--- config.mk ---
export PLATFORM = sky130hd
export DESIGN_NAME = rv_fetch
export DESIGN_NICKNAME = d
export VERILOG_FILES = /design/src/hdl/rv_core_pkg.sv /design/src/hdl/rv_fetch.sv
export SDC_FILE = /design/constraint.sdc
export NUM_CORES = 1
export LEC_CHECK = 0
export BUFFER_PORTS_ARGS = -buffer_cell sky130_fd_sc_hd__buf_2
export CAP_MARGIN = 40
export CORE_UTILIZATION = 45
export CTS_CLUSTER_DIAMETER = 200
export DETAILED_ROUTE_END_ITERATION = 8
export PLACE_DENSITY = 0.81
export SLEW_MARGIN = 20
export SYNTH_ARGS = -nofsm -noshare
export SYNTH_HDL_FRONTEND = slang
export SYNTH_SLANG_ARGS = --single-unit
--- constraint.sdc ---
create_clock -name clk -period 3.5 [get_ports clk]
set_input_delay 0.525 -clock clk [delete_from_list [all_inputs] [get_ports clk]]
set_output_delay 0.525 -clock clk [all_outputs]
set_load 0.05 [all_outputs]
--- src/hdl/rv_core_pkg.sv ---
// Core package: opcodes, ALU operations, instruction formats, reset PC and response codes.
`default_nettype none

package rv_core_pkg;

	localparam int XLEN = 32;

	// First fetch address after reset.
	localparam logic [XLEN-1:0] RESET_PC = 32'h0;

	// Read response code, the only one the memory returns.
	localparam logic [1:0] RESP_OKAY = 2'b00;

	typedef enum logic [6:0] {
		OPC_OP     = 7'b0110011,
		OPC_OP_IMM = 7'b0010011,
		OPC_LUI    = 7'b0110111,
		OPC_BRANCH = 7'b1100011,
		OPC_JAL    = 7'b1101111
	} opcode_e;

	typedef enum logic [2:0] {
		ALU_ADD,
		ALU_SUB,
		ALU_AND,
		ALU_OR,
		ALU_XOR,
		ALU_PASS_B
	} alu_op_e;

	// Field layouts, most significant field first.
	typedef struct packed {
		logic [6:0] funct7;
		logic [4:0] rs2;
		logic [4:0] rs1;
		logic [2:0] funct3;
		logic [4:0] rd;
		opcode_e    opcode;
	} r_fmt_t;

	typedef struct packed {
		logic [11:0] imm;
		logic [4:0]  rs1;
		logic [2:0]  funct3;
		logic [4:0]  rd;
		opcode_e     opcode;
	} i_fmt_t;

	typedef struct packed {
		logic       imm12;
		logic [5:0] imm10_5;
		logic [4:0] rs2;
		logic [4:0] rs1;
		logic [2:0] funct3;
		logic [3:0] imm4_1;
		logic       imm11;
		opcode_e    opcode;
	} b_fmt_t;

	typedef struct packed {
		logic [19:0] imm;
		logic [4:0]  rd;
		opcode_e     opcode;
	} u_fmt_t;

	typedef struct packed {
		logic       imm20;
		logic [9:0] imm10_1;
		logic       imm11;
		logic [7:0] imm19_12;
		logic [4:0] rd;
		opcode_e    opcode;
	} j_fmt_t;

	// One instruction word, seen through any of its formats.
	typedef union packed {
		r_fmt_t r;
		i_fmt_t i;
		b_fmt_t b;
		u_fmt_t u;
		j_fmt_t j;
	} inst_u;

endpackage

`default_nettype wire

--- src/hdl/rv_fetch.sv ---
// Instruction fetch: next-PC selection, PC register and read-channel FSM.
`timescale 1ns/1ps
`default_nettype none

module rv_fetch import rv_core_pkg::*; #(
	parameter int IMEM_DEPTH = 256
) (
	input  logic            clk,
	input  logic            rst,
	output logic [XLEN-1:0] araddr,
	output logic            arvalid,
	input  logic            arready,
	input  logic [XLEN-1:0] rdata,
	input  logic            rvalid,
	input  logic [1:0]      rresp,
	output logic            rready,
	output logic            fetch_valid,
	output logic [XLEN-1:0] fetch_inst,
	output logic [XLEN-1:0] fetch_pc,
	input  logic            dec_valid,
	input  logic            exe_valid,
	input  logic            retire_valid,
	input  logic            redirect_taken,
	input  logic [XLEN-1:0] redirect_pc
);

	localparam logic [2:0] S_IDLE      = 3'd0;
	localparam logic [2:0] S_WAIT_AR   = 3'd1;
	localparam logic [2:0] S_SHAKED_AR = 3'd2;
	localparam logic [2:0] S_WAIT_R    = 3'd3;
	localparam logic [2:0] S_SHAKED_R  = 3'd4;

	logic [2:0]      state;
	logic [2:0]      next_state;
	logic [XLEN-1:0] pc_q;
	logic [XLEN-1:0] next_pc;
	logic            redir_taken_q;
	logic [XLEN-1:0] redir_pc_q;
	logic            word_held;
	logic            allowin;

	// Held word is released in the cycle it retires.
	assign allowin = !dec_valid && !exe_valid && (!word_held || retire_valid);

	// Reset leaves a pending redirect to RESET_PC.
	assign next_pc = redir_taken_q ? redir_pc_q : pc_q + XLEN'(4);

	always_comb begin
		next_state = state;
		case (state)
			S_IDLE:      next_state = allowin ? S_WAIT_AR : S_IDLE;
			S_WAIT_AR:   next_state = arready ? S_SHAKED_AR : S_WAIT_AR;
			S_SHAKED_AR: next_state = rvalid ? S_SHAKED_R : S_WAIT_R;
			S_WAIT_R:    next_state = rvalid ? S_SHAKED_R : S_WAIT_R;
			S_SHAKED_R:  next_state = allowin ? S_WAIT_AR : S_IDLE;
			default:     next_state = S_IDLE;
		endcase
	end

	always_ff @(posedge clk) begin
		if (rst) begin
			state     <= S_IDLE;
			arvalid   <= 1'b0;
			rready    <= 1'b0;
			word_held <= 1'b0;
		end else begin
			state   <= next_state;
			arvalid <= next_state == S_WAIT_AR;
			rready  <= next_state == S_SHAKED_AR || next_state == S_WAIT_R;
			if (fetch_valid)
				word_held <= 1'b1;
			else if (retire_valid)
				word_held <= 1'b0;
		end
	end

	// Address is loaded only when a new request starts.
	always_ff @(posedge clk) begin
		if (state != S_WAIT_AR && next_state == S_WAIT_AR)
			araddr <= next_pc;
	end

	always_ff @(posedge clk) begin
		if (rst) begin
			pc_q          <= RESET_PC;
			redir_taken_q <= 1'b1;
			redir_pc_q    <= RESET_PC;
		end else begin
			if (arvalid && arready)
				pc_q <= araddr;
			if (exe_valid) begin
				redir_taken_q <= redirect_taken;
				redir_pc_q    <= redirect_pc;
			end
		end
	end

	// Word goes downstream in the data handshake cycle.
	assign fetch_valid = rvalid && rready;
	assign fetch_inst  = rdata;
	assign fetch_pc    = pc_q;

	a_ar_hold: assert property (@(posedge clk) disable iff (rst)
		arvalid && !arready |=> arvalid && $stable(araddr));

	a_ar_range: assert property (@(posedge clk) disable iff (rst)
		arvalid |-> araddr[1:0] == 2'b00 && araddr < XLEN'(IMEM_DEPTH * 4));

	a_resp_okay: assert property (@(posedge clk) disable iff (rst)
		rvalid && rready |-> rresp == RESP_OKAY);

endmodule

`default_nettype wire

==> metrics.md, run 1 <==
| Metric | Value |
|---|---|
| Beginning of the worst hold path | redirect_pc[5] |
| Post-route ant nets | 0 |
| Die X | 104 um |
| Syn Nets | between 500 and 600 |
| Proportion of layout cells with a drive suffix above 1 | 23.8% |
| DP HPWL | 8.00 mm |
| Hold Fails Final Rpt | 0 |
| Buffers added on ports | 106 |
| Max-slew headroom | 49.7% |
| N_diodes | 0 |
| Clk network pwr share | 30.6% |
| Synthesized flop and latch total | 103 |
| Die height | 104 um |
| CP Capture Type | flip-flop |
| Finished Layout Cells | 708 |
| Int Pwr | 1.73 mW |
| R2r startpoint | fetch_pc[2] |
| CTS tree | yes |
| Net Switching | 0.663 mW |
| Data required time at the worst endpoint | 3700 ps |
| Startpoint types | flip-flop |
| Vias in the first global route | around 3800 |
| Pre-antenna DRT Iters | 4 |
| Combinational share of power | between 10% and 20% |
| Post-Route WL | 11.7 mm |
| Maximum clock rate | 0.401 GHz |
| Net Sw Frac | 27.7% |
| YS warnings | 0 |
| CTS buffer count | 9 |
| Area leader, netlist | dfxtp_1 |
| Post-CTS sizing | 0 |
| Static leakage | 2.08 nW |
| Mapped Avg Cell Area | 9.22 sq um |
| Worst hold-check path type | in2reg |
| Max cap viols | 0 |
| Unrepaired setup endpoints after global routing | false |
| Bufs on Longest Clock Path | 2 |
| Core footprint | between 9000 and 10000 sq um |
| Clk_lat worst skew | 360 ps |
| 1st-iter DRT viols | 177 |
| WHS | 395 ps |
| Final Setup Violations | 0 |
| Initial antenna violation count | 0 |
| Setup TNS | 0 ps |
| Worst-margin pin slew | 755 ps |
| Number of I/O pins | 173 |
| Placed cell count | a little under 700 |
| Std cell rows | 36 |
| Cts hold-fix bufs | 0 |
| Post-synth top area share | 30.4% |
| Synth Instances | 507 |
| Clock transition at the registers of the reported paths | 100 ps |
| Vias/cell | 5.52 |
| Dominant synthesized flop cell | dfxtp_1 |
| Async SR Flop Fraction | 0% |
| Sink Count | just over 100 |
| Initial core utilization | 47.2% |
| Flop pwr share | 55.8% |
| Clock skew | 13.9 ps |
| Crit Path Class | reg2reg |
| EDFF count, synth | 32 |
| Global Route Usage Sum | between 20% and 30% |
| CP startpoint | fetch_pc[2] |
| Largest net degree at the start of global routing | 41 |
| Pwr dens | 453 nW/um^2 |
| Avg WL per Cell | 16.6 um |
| Root Driver | clkbuf_8 |
| Synth area leaders | dfxtp_1 30%, edfxtp_1 21%, nand2_1 7.2%, mux2i_1 6.9%, buf_4 5.1% |
| Final core occ | 53.4% |
| Sequential area share after synthesis | 51.0% |
| Crit share post-route | a little under three quarters |
| Slew Limit Fails | 0 |
| GRT Residual Overflow | 0 |
| Tmin final | 2490 ps |
| Nets | roughly 650 |
| First-pass GRT wire length | 19.0 mm |
| Mapped cell area | between 4000 and 5000 sq um |
| Critical path arrival | 2690 ps |
| Worst-path fanout max | 9 |
| Gp weighted congestion | 0.845 |
| Die area | around 11000 sq um |
| Max rail drop VDD | 0.239 mV |
| Post-CTS Setup Inserts | 0 |
| DRC viols | 0 |
| Power, Total | around 2.4 mW |
| Outcome | finished clean |
| Max H-tree Level | 3 |
| Synthesis-to-layout area growth | 13.2% |
| Vias | 3908 |
| Unique masters post-synth | 44 |
-- area by class of cell --
class	instances	area (sq um)
fill	920	4620
sequential	103	2380
multi-input combinational	334	1910
timing repair buffer	113	603
clock buffer	14	184
tap	133	166
inverter	9	33.8
clock inverter	2	13.8
-- power groups by stage --
| stage | Clock [mW] | Combinational (mW) | Sequential, mW |
|---|---|---|---|
| detailed placement | 0 | 0.328 | 1.36 |
| global placement | 0 | 0.316 | 1.36 |
| finish | 0.733 | 0.327 | 1.34 |
| floorplan | 0 | 0.223 | 1.46 |
| global route | 0.800 | 0.351 | 1.34 |
| CTS | 0.755 | 0.329 | 1.34 |
-- path summary, 6_finish.rpt --
path	end	slack, ps	cells after the start
min	redir_pc_q[5]	400	3
max reg2reg	araddr[26]	1010	5
min reg2reg	fetch_pc[1]	480	2
max	araddr[26]	1010	5
-- sequential cells by signal, summed over array words and instances (netlist names) --
name           flops
arvalid            1
araddr            32
word_held          1
redir_taken_q      1
rready             1
redir_pc_q        32
state              3
fetch_pc          32
-- cell usage in the layout (no fill, tap or decap), types with 5 or more instances in the layout --
cell,n
nand4_1,13
o21ai_0,12
xnor2_1,5
nor2_1,51
nand3_1,8
a21oi_1,36
xor2_1,6
a31oi_1,16
buf_2,106
mux2i_1,32
inv_1,8
nand2_1,90
o31ai_1,9
buf_4,5
clkbuf_8,11
edfxtp_1,32
dfxtp_1,71
or4_1,11
-- logic make-up (layout without fill, tap and decap cells) --
kind of cell	Yosys count	count (layout)	synth area share [%]
xor+xnor	11	11	2.06
mux	36	36	7.82
compound gates	82	82	10.3
simple gates	204	204	20.3
fa+ha+maj	1	1	0.268
flops	103	103	51.0
buf+inv	70	138	8.25
-- critical path, cell delays in order (launching register included) --
cell	delay [ps]
dfxtp_1	460
ha_1	380
nand2_1	130
or4_1	660
or4_1	530
a31oi_1	180
-- Yosys cell counts (3+ instances only) --
cell type   n
buf_1       4
nand4_1    13
xor2_1      6
o41ai_1     3
xnor2_1     5
o21ai_0    12
mux2_2      4
nor3_1      4
dfxtp_1    71
inv_1       8
or4_1      11
edfxtp_1   32
o31ai_1     9
a21oi_1    36
nor2_1     51
nor4_1      3
and2_1      3
and4_1      3
buf_4      32
or3_1       3
mux2i_1    32
clkbuf_1   23
nand3_1     8
a31oi_1    16
nand2_1    90
-- per-stage QoR --
step           area, sq um  setup WS [ps]
6_report              5290           1010
3_5_place_dp          5090           1010
3_3_place_gp          5060           1080
5_1_grt               5290            827
4_1_cts               5290            983
2_1_floorplan         4670            992
-- routing by layer --
metal  GRT usage, %  part of all wire [%]
met4           10.7                   3.1
met2           36.6                    48
met3           4.89                   6.4
met5              0                     0
met1           26.8                    42
Note: power is estimated with default switching activity, not from simulation.
==> inputs of run 2 (changes only) <==
--- a/config.mk
+++ b/config.mk
@@ -5,12 +5,13 @@
 export SDC_FILE = /design/constraint.sdc
 export NUM_CORES = 1
 export LEC_CHECK = 0
+export ABC_AREA = 1
 export BUFFER_PORTS_ARGS = -buffer_cell sky130_fd_sc_hd__buf_2
 export CAP_MARGIN = 40
 export CORE_UTILIZATION = 45
 export CTS_CLUSTER_DIAMETER = 200
 export DETAILED_ROUTE_END_ITERATION = 8
-export PLACE_DENSITY = 0.81
+export PLACE_DENSITY = 0.8
 export SLEW_MARGIN = 20
 export SYNTH_ARGS = -nofsm -noshare
 export SYNTH_HDL_FRONTEND = slang
==> constraint.sdc (replaced) <==
create_clock -name clk -period 2.5 [get_ports clk]
set_input_delay 0.375 -clock clk [delete_from_list [all_inputs] [get_ports clk]]
set_output_delay 0.375 -clock clk [all_outputs]
set_load 0.05 [all_outputs]
==> metrics.md, run 2 <==
| Metric | Value |
|---|---|
| Beginning of the worst hold path | redirect_pc[28] (was redirect_pc[5]) |
| EDFF count, synth | 32 (unchanged) |
| Unrepaired setup endpoints after global routing | false (unchanged) |
| Die X | 106 um (was 104 um) |
| Synthesized flop and latch total | 103 (unchanged) |
| Buffers added on ports | 106 (unchanged) |
| Post-route ant nets | 0 (unchanged) |
| Die height | 106 um (was 104 um) |
| Bufs on Longest Clock Path | 2 (unchanged) |
| Critical path arrival | 2030 ps (was 2690 ps) |
| Most common cell after layout, fill and taps aside | nand2_1 (was buf_2) |
| Vias in the first global route | 3970 (was 3829) |
| Crit share post-route | 75.4% (was 71.2%) |
| CTS buffer count | 9 (unchanged) |
| Pwr dens | 645 nW/um^2 (was 453 nW/um^2) |
| Cell with the most instances after synthesis | nand2_1 (unchanged) |
| Tmin final | 1890 ps (was 2490 ps) |
| Mapped Avg Cell Area | 7.45 sq um (was 9.22 sq um) |
| Dominant synthesized flop cell | dfxtp_1 (unchanged) |
| CTS tree | yes (unchanged) |
| Placed cell count | 842 (was 692) |
| Static leakage | 2.32 nW (was 2.08 nW) |
| Final Setup Violations | 0 (unchanged) |
| Max rail drop VDD | 0.260 mV (was 0.239 mV) |
| Clock skew | 11.8 ps (was 13.9 ps) |
| Post-synth top cells | 163 x nand2_1, 141 x nor2_1, 75 x o21ai_0 (was 90 x nand2_1, 71 x dfxtp_1, 51 x nor2_1) |
| Finished Cell Area | 5460 sq um (was 5290 sq um) |
| Proportion of layout cells with a drive suffix above 1 | 19.8% (was 23.8%) |
| DP HPWL | 9.17 mm (was 8.00 mm) |
| Sequential area share after synthesis | 49.0% (was 51.0%) |
| Max-slew headroom | 63.6% (was 49.7%) |
| First-pass GRT wire length | 20.0 mm (was 19.0 mm) |
| Worst-margin pin slew | 547 ps (was 755 ps) |
| Area leader, netlist | dfxtp_1 (unchanged) |
| Global Route Usage Sum | 23.1% (was 21.9%) |
| Core footprint | 10400 sq um (was 9910 sq um) |
| Sink Count | 103 (unchanged) |
| Clk_lat worst skew | 370 ps (was 360 ps) |
| Avg WL per Cell | 14.4 um (was 16.6 um) |
| WHS | 216 ps (was 395 ps) |
| Number of I/O pins | 173 (unchanged) |
| Finished Layout Cells | 858 (was 708) |
| Pre-CTS worst setup slack | 627 ps (was 1010 ps) |
| Post-CTS Setup Inserts | 0 (unchanged) |
| Startpoint types | flip-flop (unchanged) |
| Post-CTS sizing | 0 (unchanged) |
| CP Capture Type | flip-flop (unchanged) |
| DRC viols | 0 (unchanged) |
| Async SR Flop Fraction | 0% (unchanged) |
| Hold Fails Final Rpt | 0 (unchanged) |
| Syn Nets | 727 (was 582) |
| Max H-tree Level | 3 (unchanged) |
| DP Area | 5250 sq um (was 5090 sq um) |
| Crit Path Class | reg2reg (unchanged) |
| Data required time at the worst endpoint | 2640 ps (was 3700 ps) |
| Synthesis-to-layout area growth | 12.3% (was 13.2%) |
| Nets | 792 (was 645) |
| 1st-iter DRT viols | 269 (was 177) |
| Setup TNS | 0 ps (unchanged) |
| Slew Limit Fails | 0 (unchanged) |
| YS warnings | 0 (unchanged) |
| Initial core utilization | 46.7% (was 47.2%) |
| Largest net degree at the start of global routing | 66 (was 41) |
| Post-synth top area share | 29.2% (was 30.4%) |
| Initial antenna violation count | 0 (unchanged) |
| Max cap viols | 0 (unchanged) |
| Root Driver | clkbuf_8 (unchanged) |
| Cts hold-fix bufs | 0 (unchanged) |
| Vias/cell | 4.99 (was 5.52) |
| Std cell rows | 37 (was 36) |
| Clock transition at the registers of the reported paths | 100 ps (about the same) |
| Pre-antenna DRT Iters | 5 (was 4) |
| Unique masters post-synth | 24 (was 44) |
| Worst-path fanout max | 8 (was 9) |
| Vias | 4281 (was 3908) |
| Outcome | finished clean (unchanged) |
| Setup ws final | 615 ps (was 1010 ps) |
| Fillers | 1022 (was 920) |
| Gp weighted congestion | 0.938 (was 0.845) |
| Synth Instances | 652 (was 507) |
| Maximum clock rate | 0.530 GHz (was 0.401 GHz) |
| Post-Route WL | 12.4 mm (was 11.7 mm) |
| CP startpoint | fetch_pc[2] (unchanged) |
| Synth area leaders | dfxtp_1 29%, edfxtp_1 20%, nand2_1 13%, nor2_1 11%, o21ai_0 7.7% (was dfxtp_1 30%, edfxtp_1 21%, nand2_1 7.2%, mux2i_1 6.9%, buf_4 5.1%) |
| R2r startpoint | fetch_pc[2] (unchanged) |
| GRT Residual Overflow | 0 (unchanged) |
| Die area | 11200 sq um (was 10800 sq um) |
| Most frequent cells in the layout | 163 x nand2_1, 141 x nor2_1, 106 x buf_2 (was 106 x buf_2, 90 x nand2_1, 71 x dfxtp_1) |
| Mapped cell area | 4860 sq um (was 4670 sq um) |
| Worst hold-check path type | in2reg (unchanged) |
| N_diodes | 0 (unchanged) |
run 2: cell count changes after synthesis, sizes merged, moves of 13 or more:
cell | previous run | this run
o21ai | 12 | 75
nand3 | 9 | 22
nand2 | 90 | 167
inv | 8 | 33
nor2 | 51 | 151
a31oi | 16 | 2
mux2i | 32 | 0
run 2: worst max-delay path, stage by stage, from the launching register on:
cell and delay (ps):
dfxtp_1 470, ha_1 280, nand2_1 110, nor2_2 190
nand2_2 140, nor2_2 190, nand2_1 70, nand2_1 50
nand2_1 50, nand2_1 50, nand2_1 40
run 2: stage by stage:
stage	power, mW	utilization, %
final	3.52	52.4
after global routing	3.67	52.4
after CTS	3.54	52.4
after detailed placement	2.49	50.4
after global placement	2.48	50.4
after floorplan	2.46	-
run 2: final timing paths:
check	endpoint	slack (ps)	cells after the start
setup reg to reg	araddr[28]	610	10
hold / removal	redir_pc_q[28]	220	3
hold reg to reg	word_held	490	2
setup / recovery	araddr[28]	610	10
run 2: layout make-up:
| type | instances | area [sq um] | share of cell area, % |
|---|---|---|---|
| sequential | 103 | 2380 | 43.7 |
| clock inverter | 7 | 80.1 | 1.47 |
| clock buffer | 9 | 124 | 2.27 |
| multi-input combinational | 457 | 1990 | 36.5 |
| timing repair buffer | 113 | 583 | 10.7 |
| inverter | 33 | 124 | 2.27 |
| tap | 136 | 170 | 3.12 |
run 2: logic make-up (layout without fill, tap and decap cells):
group / Yosys count / count (layout) / share of synthesized area (%)
buf+inv: 92 / 162 / 9.99
compound gates: 107 / 107 / 11.3
simple gates: 343 / 343 / 28.4
flops: 103 / 103 / 49.0
xor+xnor: 6 / 6 / 1.08
fa+ha+maj: 1 / 1 / 0.257
run 2: where the power goes:
group,internal [mW],total [mW],switching (mW)
Combinational,0.138,0.544,0.406
Sequential,1.83,1.91,0.0754
Clock,0.475,1.07,0.592
run 2: per-layer routing:
layer,vias up,global-route usage (%),share of wire (%)
met1,1930,31.2,46
met3,46,4.29,6.0
li1,2180,-,-
met5,-,0,0
met2,125,36.3,45
met4,0,9.52,2.8
==> inputs of run 3 (changes only) <==
--- a/config.mk
+++ b/config.mk
@@ -5,13 +5,13 @@
 export SDC_FILE = /design/constraint.sdc
 export NUM_CORES = 1
 export LEC_CHECK = 0
-export ABC_AREA = 1
+export ABC_AREA = 0
 export BUFFER_PORTS_ARGS = -buffer_cell sky130_fd_sc_hd__buf_2
 export CAP_MARGIN = 40
 export CORE_UTILIZATION = 45
 export CTS_CLUSTER_DIAMETER = 200
 export DETAILED_ROUTE_END_ITERATION = 8
-export PLACE_DENSITY = 0.8
+export PLACE_DENSITY = 0.84
 export SLEW_MARGIN = 20
 export SYNTH_ARGS = -nofsm -noshare
 export SYNTH_HDL_FRONTEND = slang
==> constraint.sdc (replaced) <==
create_clock -name clk -period 1.6 [get_ports clk]
set_input_delay 0.24 -clock clk [delete_from_list [all_inputs] [get_ports clk]]
set_output_delay 0.24 -clock clk [all_outputs]
set_load 0.05 [all_outputs]
==> metrics.md, run 3 (same netlist as run 1, synthesis figures left out) <==
| Metric | Value |
|---|---|
| Initial core utilization | 47.2% (was 46.7%) |
| Failing checks | negative setup slack |
| Tmin final | 1860 ps (was 1890 ps) |
| Clk_lat worst skew | 380 ps (was 370 ps) |
| Global Route Usage Sum | 23.3% (was 23.1%) |
| Sink Count | 103 (unchanged) |
| Unrepaired setup endpoints after global routing | true (was false) |
| DRC viols | 0 (unchanged) |
| Post-route ant nets | 0 (unchanged) |
| Pre-CTS worst setup slack | -310 ps (was 627 ps) |
| Hold Fails Final Rpt | 0 (unchanged) |
| Clk network pwr share | 29.4% (was 30.3%) |
| WHS | 85.4 ps (was 216 ps) |
| Net Sw Frac | 29.4% (was 30.5%) |
| Startpoint types | flip-flop (unchanged) |
| First-pass GRT wire length | 20.3 mm (was 20.0 mm) |
| Finished Cell Area | 6060 sq um (was 5460 sq um) |
| Max H-tree Level | 3 (unchanged) |
| Outcome | complete, but fails checks (was finished clean) |
| GRT Residual Overflow | 0 (unchanged) |
| Worst hold-check path type | in2reg (unchanged) |
| CTS buffer count | 9 (unchanged) |
| Vias/cell | 5.39 (was 4.99) |
| Placed cell count | 745 (was 842) |
| Pre-antenna DRT Iters | 4 (was 5) |
| Maximum clock rate | 0.538 GHz (was 0.530 GHz) |
| Bufs on Longest Clock Path | 2 (unchanged) |
| Critical path arrival | 2100 ps (was 2030 ps) |
| Int Pwr | 3.68 mW (was 2.44 mW) |
| Clock transition at the registers of the reported paths | 100 ps (about the same) |
| Die X | 104 um (was 106 um) |
| Gp weighted congestion | 0.835 (was 0.938) |
| CTS tree | yes (unchanged) |
| Std cell rows | 36 (was 37) |
| Root Driver | clkbuf_8 (unchanged) |
| Worst-margin pin slew | 587 ps (was 547 ps) |
| Finished Layout Cells | 774 (was 858) |
| Flop pwr share | 55.3% (was 54.2%) |
| Combinational share of power | 15.3% (was 15.5%) |
| Data required time at the worst endpoint | 1840 ps (was 2640 ps) |
| Vias | 4175 (was 4281) |
| N_diodes | 0 (unchanged) |
| Synthesis-to-layout area growth | 29.6% (was 12.3%) |
| Most frequent cells in the layout | 106 x buf_2, 88 x nand2_1, 58 x buf_4 (was 163 x nand2_1, 141 x nor2_1, 106 x buf_2) |
| Slowest CP cell | or4_4 (was dfxtp_1) |
| DP Area | 5650 sq um (was 5250 sq um) |
| Max-slew headroom | 60.9% (was 63.6%) |
| Core footprint | 9910 sq um (was 10400 sq um) |
| Number of I/O pins | 173 (unchanged) |
| Static leakage | 2.45 nW (was 2.32 nW) |
| Die height | 104 um (was 106 um) |
| 1st-iter DRT viols | 210 (was 269) |
| Max rail drop VDD | 0.589 mV (was 0.260 mV) |
| Power, Total | 5.21 mW (was 3.52 mW) |
| DP HPWL | 8.72 mm (was 9.17 mm) |
| Crit-path cells | nand3_4 > buf_6 > or4_4 > or4_1 > a31oi_1 (was ha_1 > nand2_1 > nor2_2 > nand2_2 > nor2_2 > nand2_1 > nand2_1 > nand2_1 > nand2_1 > nand2_1) |
| CP Capture Type | flip-flop (unchanged) |
| Pwr dens | 860 nW/um^2 (was 645 nW/um^2) |
| Buffers added on ports | 106 (unchanged) |
| Avg WL per Cell | 16.2 um (was 14.4 um) |
| Setup TNS | -2610 ps (was 0 ps) |
| Max cap viols | 0 (unchanged) |
| Fillers | 841 (was 1022) |
| Die area | 10800 sq um (was 11200 sq um) |
| Net Switching | 1.53 mW (was 1.07 mW) |
| Setup ws final | -260 ps (was 615 ps) |
| Largest net degree at the start of global routing | 35 (was 66) |
| Clock skew | 14.3 ps (was 11.8 ps) |
| Cts hold-fix bufs | 0 (unchanged) |
| Initial antenna violation count | 0 (unchanged) |
| Nets | 711 (was 792) |
| Crit Path Class | reg2reg (unchanged) |
| Proportion of layout cells with a drive suffix above 1 | 39.3% (was 19.8%) |
| Post-Route WL | 12.5 mm (was 12.4 mm) |
| Vias in the first global route | 4100 (was 3970) |
| Worst-path fanout max | 5 (was 8) |
| Final core occ | 61.1% (was 52.4%) |
| Final Setup Violations | 16 (was 0) |
| Most common cell after layout, fill and taps aside | buf_2 (was nand2_1) |
| Crit share post-route | 116% (was 75.4%) |
| Slew Limit Fails | 0 (unchanged) |
| Slowest stage delay, CP | 560 ps (was 470 ps) |
run 3: power by group through the flow:
stage | logic [mW] | clock network [mW] | registers [mW]
2_1_floorplan | 0.490 | 0 | 3.18
3_3_place_gp | 0.769 | 0 | 2.93
3_5_place_dp | 0.785 | 0 | 2.94
4_1_cts | 0.792 | 1.56 | 2.88
5_1_grt | 0.849 | 1.67 | 2.90
6_report | 0.796 | 1.53 | 2.88
run 3: worst max-delay path, delay by kind of cell (launching register included):
kind | cells | cell delay [ps]
AND/OR/NAND/NOR | 3 | 1050
flip-flops | 1 | 370
buffers and inverters | 1 | 120
AO/OA/AOI/OAI | 1 | 170
run 3: what timing repair did:
action,CTS,global route
resized for setup,16,16
pin swaps,9,13
setup buffers,6,7
setup endpoints to repair,19,20
run 3: final cells by class:
class / instances / area [sq um] / area share, %
sequential: 103 / 2470 / 40.9
clock buffer: 10 / 138 / 2.27
multi-input combinational: 334 / 2020 / 33.4
tap: 133 / 166 / 2.75
timing repair buffer: 179 / 1170 / 19.3
inverter: 9 / 37.5 / 0.620
clock inverter: 6 / 45.0 / 0.744
run 3: metal layers:
metal | routed length (um) | vias to the layer above | track usage [%]
li1 | - | 2011 | -
met3 | 740 | 26 | 5.45
met5 | 0 | - | 0
met2 | 6310 | 157 | 40.9
met1 | 5300 | 1981 | 28.6
met4 | 174 | 0 | 6.43
run 3: worst paths after layout:
| path | startpoint | to | slack [ps] | cells past startpoint |
|---|---|---|---|---|
| worst max-delay path | fetch_pc[17] | araddr[29] | -260 | 5 |
| worst min-delay path | redirect_pc[11] | redir_pc_q[11] | 90 | 3 |
| worst max register to register | fetch_pc[17] | araddr[29] | -260 | 5 |
| worst min register to register | fetch_pc[1] | fetch_pc[1] | 470 | 2 |
